### src/fifo_settings.svh
// ====================
// Queue sizing: entry width, depth and address width
// ====================

`ifndef FIFO_SETTINGS_SVH
`define FIFO_SETTINGS_SVH

// Bits per stored entry
`define FIFO_WIDTH 8

// Number of entries, not limited to a power of two
`define FIFO_DEPTH 6

// Address bits, ceiling of log2 of the depth
`define FIFO_POINTER_WIDTH 3

`endif

### src/fifo_memory_pkg.sv
// ====================
// Request types of the storage array ports
// ====================

`include "fifo_settings.svh"

package fifo_memory_pkg;

  // Write port request
  typedef struct packed {
    logic                           enable;
    logic [`FIFO_POINTER_WIDTH-1:0] address;
    logic [`FIFO_WIDTH-1:0]         data;
  } memory_write_t;

  // Read port request, data returns one cycle later
  typedef struct packed {
    logic                           enable;
    logic [`FIFO_POINTER_WIDTH-1:0] address;
  } memory_read_t;

endpackage

### src/fifo_status_pkg.sv
// ====================
// Pointer, level and status types of the queue
// ====================

`include "fifo_settings.svh"

package fifo_status_pkg;

  // Queue pointer, lap bit above the array address
  typedef struct packed {
    logic                           lap;
    logic [`FIFO_POINTER_WIDTH-1:0] address;
  } fifo_pointer_t;

  // Entry count, 0 up to the full depth
  typedef logic [`FIFO_POINTER_WIDTH:0] fifo_level_t;

  // Programmable level comparisons
  typedef struct packed {
    fifo_level_t lower;
    fifo_level_t upper;
  } fifo_thresholds_t;

  typedef struct packed {
    fifo_level_t level;
    logic        empty;
    logic        almost_empty;
    logic        full;
    logic        almost_full;
    logic        lower_threshold_status;
    logic        upper_threshold_status;
  } fifo_status_t;

  // One-cycle error pulses
  typedef struct packed {
    logic write_miss;
    logic read_error;
  } fifo_errors_t;

endpackage

### src/fifo_controller.sv
// ====================
// Queue controller: accept logic, level, flags,
// error pulses and storage requests
// ====================

`include "fifo_settings.svh"

module fifo_controller (
  input  logic                             clock,
  input  logic                             resetn,
  input  logic                             flush,
  // Write side
  input  logic                             write_enable,
  input  logic [`FIFO_WIDTH-1:0]           write_data,
  // Read side
  input  logic                             read_enable,
  // Level thresholds, quasi-static
  input  fifo_status_pkg::fifo_thresholds_t thresholds,
  // Pointers from the two counters
  input  fifo_status_pkg::fifo_pointer_t   write_pointer,
  input  fifo_status_pkg::fifo_pointer_t   read_pointer,
  // Counter controls
  output logic                             write_increment,
  output logic                             read_increment,
  output logic                             read_load,
  // Flags and pulses
  output fifo_status_pkg::fifo_status_t    status,
  output fifo_status_pkg::fifo_errors_t    errors,
  // Storage requests
  output fifo_memory_pkg::memory_write_t   memory_write,
  output fifo_memory_pkg::memory_read_t    memory_read
);

  import fifo_status_pkg::*;

  localparam fifo_level_t DEPTH_LEVEL       = fifo_level_t'(`FIFO_DEPTH);
  localparam fifo_level_t ALMOST_FULL_LEVEL = fifo_level_t'(`FIFO_DEPTH - 1);

  logic        same_address;
  logic        same_lap;
  logic        empty;
  logic        full;
  logic        do_write;
  logic        do_read;
  fifo_level_t lap_offset;
  fifo_level_t level;

  // Pointer comparison
  assign same_address = write_pointer.address == read_pointer.address;
  assign same_lap     = write_pointer.lap == read_pointer.lap;

  // Same address: empty on the same lap, full one lap apart
  assign empty = same_address && same_lap;
  assign full  = same_address && !same_lap;

  // Address gap, plus the depth once the writer is a lap ahead
  // (depth need not be a power of two, so the pointers cannot just be subtracted)
  assign lap_offset = same_lap ? '0 : DEPTH_LEVEL;
  assign level      = fifo_level_t'(write_pointer.address)
                    - fifo_level_t'(read_pointer.address)
                    + lap_offset;

  // Accepted strobes, flush blocks both
  assign do_write = write_enable && !full && !flush;
  assign do_read  = read_enable && !empty && !flush;

  // Counter controls
  assign write_increment = do_write;
  assign read_increment  = do_read;
  // Flush pulls the read pointer up to the write pointer
  assign read_load       = flush;

  // Status outputs
  always_comb begin
    status.level                  = level;
    status.empty                  = empty;
    status.almost_empty           = level == fifo_level_t'(1);
    status.full                   = full;
    status.almost_full            = level == ALMOST_FULL_LEVEL;
    status.lower_threshold_status = level <= thresholds.lower;
    status.upper_threshold_status = level >= thresholds.upper;
  end

  // Storage requests from pointer addresses
  assign memory_write.enable  = do_write;
  assign memory_write.address = write_pointer.address;
  assign memory_write.data    = write_data;
  assign memory_read.enable   = do_read;
  assign memory_read.address  = read_pointer.address;

  // Rejected strobes, one-cycle pulses
  always_ff @(posedge clock or negedge resetn) begin
    if (!resetn) begin
      errors <= '0;
    end else begin
      // No errors while flushing
      errors.write_miss <= write_enable && full && !flush;
      errors.read_error <= read_enable && empty && !flush;
    end
  end

endmodule

### src/fifo_queue.sv
// ====================
// Synchronous FIFO: controller, pointers, storage
// ====================

`include "fifo_settings.svh"

module fifo_queue (
  input  logic                              clock,
  input  logic                              resetn,
  input  logic                              flush,
  input  logic                              write_enable,
  input  logic [`FIFO_WIDTH-1:0]            write_data,
  input  logic                              read_enable,
  output logic [`FIFO_WIDTH-1:0]            read_data,
  input  fifo_status_pkg::fifo_thresholds_t thresholds,
  output fifo_status_pkg::fifo_status_t     status,
  output fifo_status_pkg::fifo_errors_t     errors
);

  import fifo_status_pkg::*;
  import fifo_memory_pkg::*;

  // Pointers and counter controls
  fifo_pointer_t write_pointer;
  fifo_pointer_t read_pointer;
  logic          write_increment;
  logic          read_increment;
  logic          read_load;

  // Storage requests
  memory_write_t memory_write;
  memory_read_t  memory_read;

  fifo_controller u_controller (
    .clock           (clock),
    .resetn          (resetn),
    .flush           (flush),
    .write_enable    (write_enable),
    .write_data      (write_data),
    .read_enable     (read_enable),
    .thresholds      (thresholds),
    .write_pointer   (write_pointer),
    .read_pointer    (read_pointer),
    .write_increment (write_increment),
    .read_increment  (read_increment),
    .read_load       (read_load),
    .status          (status),
    .errors          (errors),
    .memory_write    (memory_write),
    .memory_read     (memory_read)
  );

  // Write pointer, never loaded
  wrapping_counter #(
    .RANGE (`FIFO_DEPTH)
  ) write_counter (
    .clock       (clock),
    .resetn      (resetn),
    .increment   (write_increment),
    .load_enable (1'b0),
    .load_count  ('0),
    .count       (write_pointer)
  );

  // Read pointer, flush loads the write pointer
  wrapping_counter #(
    .RANGE (`FIFO_DEPTH)
  ) read_counter (
    .clock       (clock),
    .resetn      (resetn),
    .increment   (read_increment),
    .load_enable (read_load),
    .load_count  (write_pointer),
    .count       (read_pointer)
  );

  fifo_ram u_ram (
    .clock        (clock),
    .memory_write (memory_write),
    .memory_read  (memory_read),
    .read_data    (read_data)
  );

endmodule

### src/fifo_ram.sv
// ====================
// Dual-port storage array, registered read
// ====================

`include "fifo_settings.svh"

module fifo_ram (
  input  logic                           clock,
  input  fifo_memory_pkg::memory_write_t memory_write,
  input  fifo_memory_pkg::memory_read_t  memory_read,
  output logic [`FIFO_WIDTH-1:0]         read_data
);

  // One word per queue entry
  logic [`FIFO_WIDTH-1:0] storage [`FIFO_DEPTH];

  // Write port
  always_ff @(posedge clock) begin
    if (memory_write.enable) begin
      storage[memory_write.address] <= memory_write.data;
    end
  end

  // Read port, output holds between reads
  // Never the same address as an accepted write in the same cycle
  always_ff @(posedge clock) begin
    if (memory_read.enable) begin
      read_data <= storage[memory_read.address];
    end
  end

endmodule

### src/wrapping_counter.sv
// ====================
// Modulo counter with lap bit, increment and load
// ====================

`include "fifo_settings.svh"

module wrapping_counter #(
  parameter int RANGE = `FIFO_DEPTH
) (
  input  logic                          clock,
  input  logic                          resetn,
  input  logic                          increment,
  input  logic                          load_enable,
  input  fifo_status_pkg::fifo_pointer_t load_count,
  output fifo_status_pkg::fifo_pointer_t count
);

  import fifo_status_pkg::*;

  // Highest address before the wrap
  localparam logic [`FIFO_POINTER_WIDTH-1:0] LAST_ADDRESS = `FIFO_POINTER_WIDTH'(RANGE - 1);

  fifo_pointer_t next_count;

  // Step by one, wrap at RANGE instead of the power of two
  always_comb begin
    next_count = count;
    if (count.address == LAST_ADDRESS) begin
      next_count.address = '0;
      // New lap on every wrap
      next_count.lap     = ~count.lap;
    end else begin
      next_count.address = count.address + 1'b1;
    end
  end

  // Load wins over increment
  always_ff @(posedge clock or negedge resetn) begin
    if (!resetn) begin
      count <= '0;
    end else if (load_enable) begin
      count <= load_count;
    end else if (increment) begin
      count <= next_count;
    end
  end

endmodule

### config.mk
export PLATFORM = sky130hd
export DESIGN_NAME = fifo_queue
export DESIGN_NICKNAME = d
export VERILOG_FILES = /design/src/fifo_memory_pkg.sv /design/src/fifo_status_pkg.sv /design/src/fifo_controller.sv /design/src/fifo_queue.sv /design/src/fifo_ram.sv /design/src/wrapping_counter.sv
export VERILOG_INCLUDE_DIRS = /design/src /design/src/src
export SDC_FILE = /design/constraint.sdc
export NUM_CORES = 1
export LEC_CHECK = 0
export ABC_AREA = 1
export BUFFER_PORTS_ARGS = -buffer_cell sky130_fd_sc_hd__buf_2
export CORE_MARGIN = 2
export CORE_UTILIZATION = 50
export CTS_BUF_LIST = sky130_fd_sc_hd__clkbuf_8
export DETAILED_ROUTE_END_ITERATION = 6
export HOLD_SLACK_MARGIN = 0.03
export PLACE_DENSITY = 0.81
export SLEW_MARGIN = 20
export SYNTH_ARGS = -nofsm -noshare
export SYNTH_HDL_FRONTEND = slang
export SYNTH_SLANG_ARGS = --single-unit
### constraint.sdc
create_clock -name clock -period 6.1 [get_ports clock]
set_input_delay 0.61 -clock clock [delete_from_list [all_inputs] [get_ports clock]]
set_output_delay 0.61 -clock clock [all_outputs]
set_load 0.005 [all_outputs]
==> summary.txt <==
Synthesis
  – Area leader, netlist: edfxtp_1
  – Compound-Gate Fraction of Synth Area: 8.29%
  – Post-Synth XOR/XNOR Area: 1.43%
  – Largest family of logic cells by synthesized area: simple AND/OR/NAND/NOR gates
  – Yosys cell types: 32
  – Cell Area, Synth: 3060 um^2
  – Simple-gate portion of the synthesized area: 15.0%
  – Top cell type's share of synthesized area: 54.9%
  – Synthesized net count: 298
  – EDFF count, synth: 56
  – Top post-synthesis cells by count: 56 x edfxtp_1, 43 x nand2_1, 27 x inv_1
  – Synthesized area per cell: 11.6 um^2
  – Syn Inst Count: 265
  – Top post-synthesis cells by area: edfxtp_1 55%, dfrtp_1 8.2%, nand2_1 5.3%
  – Main synth FF type: edfxtp_1
  – #FFs+latches synth: 66
  – Ys Warns: 0
  – Async set-reset flop share out of synthesis: 15.2%
  – Count leader, synth: edfxtp_1
  – Synth Area in Adders: 5.64%
  – Sequential element share of the synthesized area: 63.1%
  – Post-synthesis mux area share: 0%

Timing
  – Least-Margin Pin Slew: 855 ps
  – Max-slew headroom: 43.0%
  – RSZ-0062 raised after global routing: false
  – Max-slew violation count: 0
  – Setup TNS: 0 ps
  – Slack of the critical path: 1870 ps
  – Final Hold Vio Count: 0
  – Fmax: 236 MHz
  – Min Tclk post-route: 4230 ps
  – Clk_skew: 6.70 ps
  – Fin crit share: 69.4%
  – # setup viols final: 0

Place
  – Worst slack, placed: 2260 ps
  – Placer congestion estimate: 0.845
  – Cell Area, Placed: 3270 um^2
  – Port bufs: 40
  – Final HPWL DP: 3790 um

GRT
  – Total GRT Usage: 19.3%
  – Initial antenna violation count: 0
  – Number of global-route vias before repair: 1937
  – Global-route wire length before repair: 9230 um
  – Pin count of the biggest net entering global routing: 29
  – Global route overflow: 0

Clock tree
  – Clock sink count: 66
  – PostCTS Resize Cnt: 0
  – TritonCTS Buffers: 9
  – Hold-fix buffers at CTS: 0
  – Clk buf depth: 2
  – Worst skew pair latency: 340 ps
  – Reg clk slew, reported paths: 70 ps
  – Setup bufs post-CTS: 0
  – TritonCTS clock tree: yes
  – H-tree depth: 3
  – Root buffer cell: clkbuf_8

Critical path
  – Reg-to-reg critical path endpoint: u_ram.storage[4][4]$_DFFE_PP_
  – Worst R2R Setup Slack: 3270 ps
  – WP data required: 5490 ps
  – CP Capture Type: output port
  – CP Launch Type: flip-flop
  – Worst flop-to-flop path startpoint: read_counter.count[0]$_DFFE_PN0P_
  – Worst-path fanout max: 20
  – Crit Path Class: flip-flop to output port
  – Worst Reg-to-Reg Cells: 8
  – Crit path DAT: 3620 ps

Power and ir drop
  – Seq pwr share: 32.2%
  – Leak Pwr: 0.00145 uW
  – Sw power: 832 uW
  – Comb pwr share: 48.8%
  – Pwr per Cell Area: 595 nW/um^2
  – Switching share of power: 40.1%
  – Clock power frac: 18.9%
  – Pint: 1250 uW
  – PnR Total Power: 2080 uW
  – Max VDD drop: 0.386 mV

Floorplan
  – Die width: 82.3 um
  – Core Area: 5920 um^2
  – Chip Height: 82.3 um
  – Initial core utilization: 51.7%
  – DIE AREA: 6770 um^2
  – IO Pins: 41
  – Row count: 28

Run
  – Max cap viols: 0

Final layout
  – Fin util: 59.0%
  – Antenna diodes: 0
  – Layout Area Growth over Synthesis: 14.0%
  – Fraction of layout cells with a size suffix above 1: 24.0%
  – Fill cells: 466
  – Final instance area: 3490 um^2
  – Final #Nets: 336

Hold path
  – Worst hold-check path type: input pin to asynchronous set/reset pin

Drt
  – DRC marker count from the first detailed-route iteration: 231
  – Routed Antenna Nets: 0
  – Final WL: 5680 um
  – Routed wire per std cell: 14.8 um
  – Drt first pass iters: 4
  – # DRC: 0
  – Vias per cell: 5.26
  – DR vias: 2014

Run status
  – Outcome: finished clean
## stage by stage
step	instances	hold WS (ps)
after floorplan	265	314
after global placement	367	490
after detailed placement	367	492
after CTS	383	122
after global routing	383	132
final	383	123
## cell usage in the layout, fill, tap and decap left out, drive strengths merged, types with 7 or more instances in the layout
master,n
nor2,16
clkbuf,9
dfrtp,10
o211ai,8
a21oi,9
nand2,48
buf,40
inv,33
nand3,23
ha,9
edfxtp,56
or2,8
a41oi,7
o21ai,13
## cell families after synthesis
family	count (synthesis)
xor gates and xnor gates	5
AOI/OAI and AO/OA	40
and+or+nand+nor	98
adders and majority gates	12
DFF	66
buffers and inverters	44
## final cells by class
| class | instances | area (um^2) | share of cell area [%] |
|---|---|---|---|
| multi-input combinational | 155 | 930 | 26.6 |
| sequential | 66 | 1930 | 55.3 |
| inverter | 31 | 119 | 3.40 |
| timing repair buffer | 40 | 200 | 5.73 |
| clock inverter | 7 | 93.8 | 2.69 |
| tap | 75 | 93.8 | 2.69 |
| clock buffer | 9 | 124 | 3.55 |
## critical path, cell delays in order, from the launching register on
cell and delay, ps:
dfrtp_1 810, inv_2 270, fa_1 580, ha_1 140, inv_1 40, fa_1 400, xor2_1 180, ha_1 290
nand2_1 100, nor2_1 50, o32ai_1 240, buf_2 160
## per-layer routing
metal	global-route usage, %	share of wire [%]
met5	0	0
met4	7.50	1.8
met3	7.17	7.4
met2	30.3	48
met1	24.2	43
## how the worst max path moves through the flow
| stage | endpoint | from | cells past startpoint | slack (ps) |
|---|---|---|---|---|
| 2_1_floorplan | status[1] | read_counter.count[1]$_DFFE_PN0P_ | 12 | 2930 |
| 3_3_place_gp | status[1] | read_counter.count[1]$_DFFE_PN0P_ | 11 | 2410 |
| 3_5_place_dp | status[1] | read_counter.count[1]$_DFFE_PN0P_ | 11 | 2260 |
| 4_1_cts | status[1] | read_counter.count[1]$_DFFE_PN0P_ | 11 | 1880 |
| 5_1_grt | status[1] | read_counter.count[1]$_DFFE_PN0P_ | 11 | 1680 |
| 6_report | status[1] | read_counter.count[1]$_DFFE_PN0P_ | 11 | 1870 |
## registers in the layout, summed over array words and instances (netlist names)
name                 count
u_ram.storage           48
u_ram.read_data          8
read_counter.count       4
write_counter.count      4
u_controller.errors      2
## power by group through the flow
| stage | sequential (uW) | clock [uW] | combinational (uW) |
|---|---|---|---|
| floorplan | 622 | 0 | 766 |
| global placement | 673 | 0 | 971 |
| detailed placement | 677 | 0 | 1020 |
| CTS | 669 | 399 | 1020 |
| global route | 684 | 418 | 1160 |
| finish | 669 | 393 | 1010 |
Note: power is estimated with default switching activity, not from simulation.
